### src/rtl/spe_pkg.sv
package spe_pkg;

    localparam int DATA_W = 64;
    localparam int ADDR_W = 32;
    localparam int CSR_ADDR_W = 3;

    localparam int FIFO_DEPTH = 16;
    localparam int FIFO_AW = 4;
    localparam int MAX_OUTSTANDING = 4;
    // Leaves room for the reads still in flight.
    localparam int AFULL_LEVEL = FIFO_DEPTH - MAX_OUTSTANDING;

    localparam logic [CSR_ADDR_W-1:0] REG_CONTROL = 3'd0; // Bit 0 run, bit 1 clear.
    localparam logic [CSR_ADDR_W-1:0] REG_OPCODE = 3'd1;
    localparam logic [CSR_ADDR_W-1:0] REG_OPERAND = 3'd2;
    localparam logic [CSR_ADDR_W-1:0] REG_LENGTH = 3'd3;
    localparam logic [CSR_ADDR_W-1:0] REG_STATUS = 3'd4; // Bit 0 done, bit 1 busy.
    localparam logic [CSR_ADDR_W-1:0] REG_RECV_COUNT = 3'd5;
    localparam logic [CSR_ADDR_W-1:0] REG_SEND_COUNT = 3'd6;

    typedef enum logic [1:0] {
        OP_PASS, // Copy.
        OP_ADD,  // Add operand to each 32-bit half.
        OP_XOR,  // XOR with operand in both halves.
        OP_ROTL  // Rotate left by operand[5:0].
    } op_t;

endpackage

### src/rtl/lane_alu.sv
`timescale 1ns/1ps

module lane_alu import spe_pkg::*; (
    input  logic              clk,
    input  logic              rst_n,
    input  logic              run,
    input  logic              clear,
    input  op_t               opcode,
    input  logic [31:0]       operand,
    input  logic              in_empty,
    input  logic [DATA_W-1:0] in_head,
    output logic              in_pop,
    input  logic              out_almost_full,
    output logic              out_push,
    output logic [DATA_W-1:0] out_data
);

    logic              s1_valid;
    logic [DATA_W-1:0] s1_data;
    op_t               s1_op;
    logic [31:0]       s1_operand;
    logic              s2_valid;
    logic [DATA_W-1:0] s2_data;

    function automatic logic [DATA_W-1:0] apply_op(
        input op_t op,
        input logic [DATA_W-1:0] d,
        input logic [31:0] arg
    );
        logic [2*DATA_W-1:0] dbl;
        dbl = {d, d} << arg[5:0];
        case (op)
            OP_ADD:  apply_op = {d[63:32] + arg, d[31:0] + arg}; // Halves wrap independently.
            OP_XOR:  apply_op = d ^ {arg, arg};
            OP_ROTL: apply_op = dbl[2*DATA_W-1:DATA_W];
            default: apply_op = d;
        endcase
    endfunction

    assign in_pop = ~in_empty & run & ~out_almost_full;

    always_ff @(posedge clk or negedge rst_n) begin
        if (!rst_n) begin
            s1_valid <= 1'b0;
            s2_valid <= 1'b0;
        end else if (clear) begin
            s1_valid <= 1'b0;
            s2_valid <= 1'b0;
        end else begin
            s1_valid <= in_pop;
            s2_valid <= s1_valid;
        end
    end

    always_ff @(posedge clk) begin
        s1_data <= in_head;
        s1_op <= opcode;   // Captured with the word.
        s1_operand <= operand;
        s2_data <= apply_op(s1_op, s1_data, s1_operand);
    end

    assign out_push = s2_valid;
    assign out_data = s2_data;

endmodule

### src/rtl/spe_csr.sv
`timescale 1ns/1ps

module spe_csr import spe_pkg::*; (
    input  logic                  clk,
    input  logic                  rst_n,
    input  logic [CSR_ADDR_W-1:0] csr_address,
    input  logic [31:0]           csr_writedata,
    input  logic                  csr_write,
    input  logic                  csr_read,
    output logic [31:0]           csr_readdata,
    input  logic [ADDR_W-1:0]     rd_count,
    input  logic [ADDR_W-1:0]     wr_count,
    output logic                  run,
    output logic                  clear,
    output op_t                   opcode,
    output logic [31:0]           operand,
    output logic [ADDR_W-1:0]     length
);

    logic done;
    logic busy;

    always_ff @(posedge clk or negedge rst_n) begin
        if (!rst_n) begin
            run <= 1'b0;
            clear <= 1'b0;
            opcode <= OP_PASS;
            operand <= '0;
            length <= '0;
        end else begin
            clear <= 1'b0; // Self-clearing.
            if (csr_write) begin
                case (csr_address)
                    REG_CONTROL: begin
                        // A clear also stops the engine.
                        run <= csr_writedata[0] & ~csr_writedata[1];
                        clear <= csr_writedata[1];
                    end
                    REG_OPCODE:  opcode <= op_t'(csr_writedata[1:0]);
                    REG_OPERAND: operand <= csr_writedata;
                    REG_LENGTH:  length <= csr_writedata[ADDR_W-1:0];
                    default: ;
                endcase
            end
        end
    end

    // Job is complete once every word has been written back.
    assign done = (wr_count == length) && (length != '0);
    assign busy = run & ~done;

    always_ff @(posedge clk) begin
        if (csr_read) begin
            case (csr_address)
                REG_CONTROL:    csr_readdata <= {30'd0, clear, run};
                REG_OPCODE:     csr_readdata <= {30'd0, opcode};
                REG_OPERAND:    csr_readdata <= operand;
                REG_LENGTH:     csr_readdata <= length;
                REG_STATUS:     csr_readdata <= {30'd0, busy, done};
                REG_RECV_COUNT: csr_readdata <= rd_count;
                REG_SEND_COUNT: csr_readdata <= wr_count;
                default:        csr_readdata <= '0;
            endcase
        end
    end

    // The send count never runs past the job.
    a_no_overrun: assert property (@(posedge clk) disable iff (!rst_n || clear)
        (length != '0) |-> (wr_count <= length))
        else $error("spe_csr: more words written than the job length");

endmodule

### src/rtl/spe_top.sv
`timescale 1ns/1ps

module spe_top import spe_pkg::*; (
    input  logic                  clk,
    input  logic                  rst_n,

    input  logic [CSR_ADDR_W-1:0] csr_address,
    input  logic [31:0]           csr_writedata,
    input  logic                  csr_write,
    input  logic                  csr_read,
    output logic [31:0]           csr_readdata,

    output logic                  rd_read,
    output logic [ADDR_W-1:0]     rd_address,
    input  logic                  rd_waitrequest,
    input  logic [DATA_W-1:0]     rd_readdata,
    input  logic                  rd_readdatavalid,

    output logic                  wr_write,
    output logic [ADDR_W-1:0]     wr_address,
    output logic [DATA_W-1:0]     wr_writedata,
    input  logic                  wr_waitrequest
);

    logic              run;
    logic              clear;
    op_t               opcode;
    logic [31:0]       operand;
    logic [ADDR_W-1:0] length;
    logic [ADDR_W-1:0] rd_count;
    logic [ADDR_W-1:0] wr_count;

    logic              recv_push;
    logic [DATA_W-1:0] recv_push_data;
    logic              recv_pop;
    logic [DATA_W-1:0] recv_head;
    logic              recv_empty;
    logic              recv_afull;

    logic              send_push;
    logic [DATA_W-1:0] send_push_data;
    logic              send_pop;
    logic [DATA_W-1:0] send_head;
    logic              send_empty;
    logic              send_afull;

    spe_csr csr_i (
        .clk(clk), .rst_n(rst_n),
        .csr_address(csr_address), .csr_writedata(csr_writedata),
        .csr_write(csr_write), .csr_read(csr_read), .csr_readdata(csr_readdata),
        .rd_count(rd_count), .wr_count(wr_count),
        .run(run), .clear(clear), .opcode(opcode), .operand(operand), .length(length)
    );

    stream_reader reader_i (
        .clk(clk), .rst_n(rst_n), .run(run), .clear(clear), .length(length),
        .rd_read(rd_read), .rd_address(rd_address), .rd_waitrequest(rd_waitrequest),
        .rd_readdatavalid(rd_readdatavalid), .rd_readdata(rd_readdata),
        .fifo_almost_full(recv_afull), .fifo_push(recv_push),
        .fifo_push_data(recv_push_data), .rd_count(rd_count)
    );

    sync_fifo recv_fifo (
        .clk(clk), .rst_n(rst_n), .clear(clear),
        .push(recv_push), .push_data(recv_push_data), .pop(recv_pop),
        .head(recv_head), .empty(recv_empty), .almost_full(recv_afull), .level()
    );

    lane_alu alu_i (
        .clk(clk), .rst_n(rst_n), .run(run), .clear(clear),
        .opcode(opcode), .operand(operand),
        .in_empty(recv_empty), .in_head(recv_head), .in_pop(recv_pop),
        .out_almost_full(send_afull), .out_push(send_push), .out_data(send_push_data)
    );

    sync_fifo send_fifo (
        .clk(clk), .rst_n(rst_n), .clear(clear),
        .push(send_push), .push_data(send_push_data), .pop(send_pop),
        .head(send_head), .empty(send_empty), .almost_full(send_afull), .level()
    );

    stream_writer writer_i (
        .clk(clk), .rst_n(rst_n), .clear(clear),
        .fifo_empty(send_empty), .fifo_head(send_head), .fifo_pop(send_pop),
        .wr_write(wr_write), .wr_address(wr_address), .wr_writedata(wr_writedata),
        .wr_waitrequest(wr_waitrequest), .wr_count(wr_count)
    );

endmodule

### src/rtl/stream_reader.sv
`timescale 1ns/1ps

module stream_reader import spe_pkg::*; (
    input  logic              clk,
    input  logic              rst_n,
    input  logic              run,
    input  logic              clear,
    input  logic [ADDR_W-1:0] length,
    output logic              rd_read,
    output logic [ADDR_W-1:0] rd_address,
    input  logic              rd_waitrequest,
    input  logic              rd_readdatavalid,
    input  logic [DATA_W-1:0] rd_readdata,
    input  logic              fifo_almost_full,
    output logic              fifo_push,
    output logic [DATA_W-1:0] fifo_push_data,
    output logic [ADDR_W-1:0] rd_count
);

    logic [ADDR_W-1:0] req_cnt;  // Reads launched, also the next address.
    logic [2:0]        out_cnt;  // Accepted and not yet returned.
    logic [2:0]        discard;  // Stale returns left over from a clear.
    logic              accept;
    logic              live_valid;
    logic              can_launch;

    assign accept = rd_read & ~rd_waitrequest;
    assign live_valid = rd_readdatavalid & (discard == '0);

    assign can_launch = run && !fifo_almost_full && (discard == '0)
                        && ((out_cnt + accept) < MAX_OUTSTANDING)
                        && (req_cnt < length);

    always_ff @(posedge clk or negedge rst_n) begin
        if (!rst_n) begin
            rd_read <= 1'b0;
            rd_address <= '0;
            req_cnt <= '0;
            out_cnt <= '0;
            discard <= '0;
            rd_count <= '0;
        end else if (clear) begin
            rd_read <= 1'b0;
            rd_address <= '0;
            req_cnt <= '0;
            out_cnt <= '0;
            rd_count <= '0;
            // Reads already accepted will still come back.
            discard <= discard + out_cnt + {2'b0, accept} - {2'b0, rd_readdatavalid};
        end else begin
            if (!rd_read || accept) begin
                rd_read <= can_launch;
                if (can_launch) begin
                    rd_address <= req_cnt;
                    req_cnt <= req_cnt + 1'b1;
                end
            end
            out_cnt <= out_cnt + {2'b0, accept} - {2'b0, live_valid};
            if (rd_readdatavalid && discard != '0) discard <= discard - 1'b1;
            if (fifo_push) rd_count <= rd_count + 1'b1;
        end
    end

    assign fifo_push = live_valid & ~clear;
    assign fifo_push_data = rd_readdata;

    a_outstanding: assert property (@(posedge clk) disable iff (!rst_n)
        out_cnt <= MAX_OUTSTANDING)
        else $error("stream_reader: too many reads in flight");

    a_rd_hold: assert property (@(posedge clk) disable iff (!rst_n || clear)
        (rd_read && rd_waitrequest) |=> (rd_read && $stable(rd_address)))
        else $error("stream_reader: request changed under waitrequest");

endmodule

### src/rtl/stream_writer.sv
`timescale 1ns/1ps

module stream_writer import spe_pkg::*; (
    input  logic              clk,
    input  logic              rst_n,
    input  logic              clear,
    input  logic              fifo_empty,
    input  logic [DATA_W-1:0] fifo_head,
    output logic              fifo_pop,
    output logic              wr_write,
    output logic [ADDR_W-1:0] wr_address,
    output logic [DATA_W-1:0] wr_writedata,
    input  logic              wr_waitrequest,
    output logic [ADDR_W-1:0] wr_count
);

    logic accept;

    assign accept = wr_write & ~wr_waitrequest;
    assign fifo_pop = accept; // Head leaves the FIFO as the write lands.

    always_ff @(posedge clk or negedge rst_n) begin
        if (!rst_n) begin
            wr_write <= 1'b0;
            wr_count <= '0;
        end else if (clear) begin
            wr_write <= 1'b0;
            wr_count <= '0;
        end else begin
            if (accept) begin
                // Head is stale this cycle, reload on the next one.
                wr_write <= 1'b0;
                wr_count <= wr_count + 1'b1;
            end else if (!wr_write && !fifo_empty) begin
                wr_write <= 1'b1;
            end
        end
    end

    always_ff @(posedge clk) begin
        if (!wr_write && !fifo_empty) begin
            wr_writedata <= fifo_head;
        end
    end

    // Count only moves on acceptance, so it holds under waitrequest.
    assign wr_address = wr_count;

    a_wr_hold: assert property (@(posedge clk) disable iff (!rst_n || clear)
        (wr_write && wr_waitrequest) |=>
            (wr_write && $stable(wr_address) && $stable(wr_writedata)))
        else $error("stream_writer: write changed under waitrequest");

endmodule

### src/rtl/sync_fifo.sv
`timescale 1ns/1ps

module sync_fifo import spe_pkg::*; (
    input  logic              clk,
    input  logic              rst_n,
    input  logic              clear,
    input  logic              push,
    input  logic [DATA_W-1:0] push_data,
    input  logic              pop,
    output logic [DATA_W-1:0] head,
    output logic              empty,
    output logic              almost_full,
    output logic [FIFO_AW:0]  level
);

    logic [DATA_W-1:0]  mem [FIFO_DEPTH];
    logic [FIFO_AW-1:0] wr_ptr;
    logic [FIFO_AW-1:0] rd_ptr;
    logic [FIFO_AW:0]   count;

    always_ff @(posedge clk) begin
        if (push && !clear) begin
            mem[wr_ptr] <= push_data;
        end
    end

    always_ff @(posedge clk or negedge rst_n) begin
        if (!rst_n) begin
            wr_ptr <= '0;
            rd_ptr <= '0;
            count <= '0;
        end else if (clear) begin
            wr_ptr <= '0; // Flush in one cycle.
            rd_ptr <= '0;
            count <= '0;
        end else begin
            if (push) wr_ptr <= wr_ptr + 1'b1;
            if (pop) rd_ptr <= rd_ptr + 1'b1;
            case ({push, pop})
                2'b10:   count <= count + 1'b1;
                2'b01:   count <= count - 1'b1;
                default: count <= count;
            endcase
        end
    end

    assign head = mem[rd_ptr]; // Show-ahead.
    assign empty = (count == '0);
    assign almost_full = (count >= AFULL_LEVEL);
    assign level = count;

    a_no_overflow: assert property (@(posedge clk) disable iff (!rst_n || clear)
        !(push && !pop && count == FIFO_DEPTH))
        else $error("sync_fifo: push while full");

    a_no_underflow: assert property (@(posedge clk) disable iff (!rst_n || clear)
        !(pop && empty))
        else $error("sync_fifo: pop while empty");

endmodule
### config.mk
export PLATFORM = sky130hd
export DESIGN_NAME = spe_top
export DESIGN_NICKNAME = d
export VERILOG_FILES = /design/src/rtl/spe_pkg.sv /design/src/rtl/lane_alu.sv /design/src/rtl/spe_csr.sv /design/src/rtl/spe_top.sv /design/src/rtl/stream_reader.sv /design/src/rtl/stream_writer.sv /design/src/rtl/sync_fifo.sv
export SDC_FILE = /design/constraint.sdc
export NUM_CORES = 2
export LEC_CHECK = 0
export BUFFER_PORTS_ARGS = -buffer_cell sky130_fd_sc_hd__clkbuf_2
export CORE_ASPECT_RATIO = 0.9
export CORE_MARGIN = 8
export CORE_UTILIZATION = 50
export DETAILED_ROUTE_END_ITERATION = 10
export GPL_TIMING_DRIVEN = 0
export PLACE_DENSITY_LB_ADDON = 0.05
export SYNTH_ARGS = -nofsm -noshare
export SYNTH_HDL_FRONTEND = slang
export SYNTH_HIERARCHICAL = 1
export SYNTH_SLANG_ARGS = --single-unit
### constraint.sdc
create_clock -name clk -period 5.4 [get_ports clk]
set_input_delay 0.81 -clock clk [delete_from_list [all_inputs] [get_ports clk]]
set_output_delay 0.81 -clock clk [all_outputs]
set_load 0.005 [all_outputs]
==> results by group <==
Setup path
  • Reg2Reg Setup Slack: 0.54 ns
  • Critical Path Sink Type: flop
  • Delay of the slowest critical-path stage: 0.75 ns
  • RR Startpoint: alu_i/s1_operand[1]
  • WP data required: 6.10 ns
  • Cells along the critical path: buf_2, buf_4, inv_1, buf_1, fa_1, nor2b_1, o21ai_0, a21oi_1, o211ai_1, nand2_1, a41o_1, a31oi_1, xor2_1, a221oi_1
  • Worst r2r dst: alu_i/out_data[22]
  • CP startpoint kind: flop
  • Setup Crit Path Kind: flop to flop
  • Data arrival time of the critical path: 5.55 ns
  • Register-to-Register Path Depth: 14
  • Crit-path leading delay family: compound AO/OA/AOI/OAI gates
  • CP Buf/Inv Count: 4
  • Crit-path max FO: 11
  • Crit-path slowest cell: a221oi_1

Cells and area
  • Multi-input logic area: 30,310 um^2
  • Nets@finish: 6,752
  • Seq. cell area: 73,430 um^2
  • Layout cells sized above 1: 23.89%
  • FILL cells: 16.26k
  • Area Growth Syn to Fin: 13.21%
  • Fin area: 120,600 um^2
  • Finished Core Util: 56.98%

STA
  • Max-slew violations: 0
  • Period utilisation layout: 89.93%
  • RSZ-0062 raised after global routing: false
  • Relative max-transition margin: 2.072%
  • Crit path time final: 4.856 ns
  • Endpoints failing setup: 0
  • Hold WS: 0.1510 ns
  • Fmax: 205.9 MHz
  • Hold Vio Cnt, Final: 0
  • Worst Max-Slew Pin Slew: 1.469 ns
  • Clk_skew: 0.04418 ns

Min path
  • WHS Endpoint: csr_i/operand[31]
  • HP Class: input pin to flop
  • Worst Hold Depth: 2
  • Hold Path Origin: csr_writedata[31]

Global routing
  • First-pass GRT wire length: 434.3 mm
  • Overflow after GRT: 0
  • Gr usage total: 26.40%
  • Number of global-route vias before repair: 59.74k
  • Pin count of the biggest net entering global routing: 107
  • Initial antenna violation count: 37

Yosys
  • Seq/Total Area, Yosys: 68.94%
  • Post-Syn Area: 106,500 um^2
  • Number of enable flip-flop cells after synthesis: 2,144
  • Yosys warnings: 6
  • Synth async-reset ratio: 9.141%
  • Post-synth top cells: edfxtp_1, mux4_2, nand2_1, a22oi_1, dfrtp_1
  • Synthesized area per cell: 17.73 um^2
  • Synthesized flop and latch total: 2,538
  • Count leader, synth: edfxtp_1
  • Post-synth top flop: edfxtp_1
  • Synth top area cells: edfxtp_1, mux4_2, dfrtp_1
  • Syn_nets: 6,234
  • Mapped Cells: 6,006
  • Synth unique cells: 98
  • Post-synth top area share: 60.45%
  • Leading area contributor after synthesis: edfxtp_1

Placement
  • Global placer's final weighted congestion: 0.9593
  • DP HPWL: 198.7 mm
  • # port buffers: 201
  • Instance area after placement: 112,200 um^2

Detailed routing
  • DR pass1 iterations: 6
  • Vias after detailed routing: 59.26k
  • DRC: 0
  • Via density: 6.194
  • WL/cell: 31.93 um
  • Post-DRT Antenna Nets: 0
  • Starting DRT DRC Count: 6,577
  • Final WL: 305.5 mm

CTS
  • Buffer count from post-CTS setup fixing: 0
  • Worst-Skew Late Latency: 0.91 ns
  • CTS buffer count: 275
  • Post-CTS sizing: 0
  • Reg clk slew, reported paths: 0.06 ns
  • Root buf cell: clkbuf_16
  • CTS tree: done
  • TritonCTS sink count: 2,538
  • H-tree Lvls: 5
  • Post-CTS Hold Buffers: 1
  • CTS Buffer Depth: 4

Pwr
  • Pwr dens: 545.6 nW/um^2
  • Static leakage power: 41.59 nW
  • VDD IR max: 0.3518 mV

Run
  • MaxCap Viol Count: 0

Floorplan
  • Chip width: 502.5 um
  • Io pins: 268
  • Core Region: 211,600 um^2
  • Die ar.: 228,100 um^2
  • Starting Density: 50.33%
  • Die height: 453.9 um
  • Rows: 160

Outcome
  • Status: finished clean
## metal layers
layer / vias to the layer above / GRT usage [%] / part of all wire, %
met5: - / 0 / 0.037
met3: 485 / 4.066 / 6.1
li1: 25260 / - / -
met1: 31400 / 36.88 / 42
met4: 16 / 7.218 / 2.9
met2: 2100 / 43.68 / 49
## flip-flops by register name, summed over array words and instances (netlist names), 3 cells and up
name and count:
alu_i/out_data 64, csr_i/operand 32, reader_i/out_cnt 3, recv_fifo/level 5
alu_i/s1_operand 32, reader_i/rd_address 32, reader_i/req_cnt 32, recv_fifo/rd_ptr 4
send_fifo/wr_ptr 4, writer_i/wr_writedata 64, csr_i/length 32, send_fifo/mem 1024
reader_i/rd_count 32, reader_i/discard 3, recv_fifo/mem 1024, writer_i/wr_address 32
send_fifo/rd_ptr 4, recv_fifo/wr_ptr 4, send_fifo/level 5, csr_i/csr_readdata 32
alu_i/s1_data 64
## logic make-up after synthesis
family          synth area share (%)
xor+xnor                       1.176
simple gates                   4.365
compound gates                 5.612
flops                          68.94
buf+inv                        2.687
mux                            15.75
fa+ha+maj                      1.468
## layout by cell type (no fill, tap or decap), types with 32 or more instances in the layout
cell       synthesis  routed
edfxtp_1        2144    2144
mux4_2           604     604
nand2_1          349     349
clkbuf_16          0     285
a22oi_1          260     260
clkbuf_1         166     248
dfrtp_1          232     232
clkbuf_2           3     203
a21oi_1          181     181
dfxtp_1          162     162
o21ai_0          159     159
nor2_1           157     154
buf_4            137     137
ha_1             117     117
mux2i_1          113     113
xor2_1            86      86
inv_1             83      83
mux2_4            61      61
xnor2_1           57      57
mux2_2            55      55
buf_1             55      54
nand3_1           51      51
buf_2             46      47
nor2b_1           46      46
nand4_1           45      45
or4_1             42      42
o31ai_1           41      41
clkinv_1           1      40
buf_16             0      34
clkinv_2           0      33
a22o_1            32      32
and2_4             0      32
## metrics by stage
step / std cells / worst slack (ns) / total power, mW / setup TNS (ns)
final: 9568 / 0.5436 / 65.79 / 0
after global routing: 9559 / 0.4291 / 68.40 / 0
after CTS: 9552 / 0.5385 / 66.17 / 0
after detailed placement: 9080 / 0.5686 / 48.52 / 0
after global placement: 9042 / -1.633 / 48.30 / -1593.34
after floorplan: 6006 / 1.463 / 39.68 / 0
## where the power goes
| part | switching, mW | total, mW | internal [mW] |
|---|---|---|---|
| registers | 2.79 | 27.1 | 24.3 |
| clock network | 7.25 | 17.6 | 10.4 |
| logic | 12.4 | 21.1 | 8.68 |
## worst max-delay path by stage
stage,end,cells past startpoint,start
after global placement,reader_i/req_cnt[21],1,rst_n
after detailed placement,alu_i/out_data[22],14,alu_i/s1_operand[1]
final,alu_i/out_data[22],14,alu_i/s1_operand[1]
after global routing,alu_i/out_data[22],14,alu_i/s1_operand[1]
after CTS,alu_i/out_data[22],14,alu_i/s1_operand[1]
after floorplan,writer_i/wr_writedata[0],4,send_fifo/level[1]
## final cells by class
| type | count | share of cell area [%] |
|---|---|---|
| Sequential cell | 2538 | 60.90 |
| Multi-Input combinational cell | 2939 | 25.14 |
| Clock buffer | 385 | 6.376 |
| Tap cell | 2835 | 2.942 |
| Buffer | 443 | 2.107 |
| Timing Repair Buffer | 241 | 1.690 |
| Clock inverter | 86 | 0.5489 |
| Inverter | 86 | 0.2677 |
| Antenna cell | 15 | 0.03113 |
No activity file was read; power rests on OpenSTA's default activity.
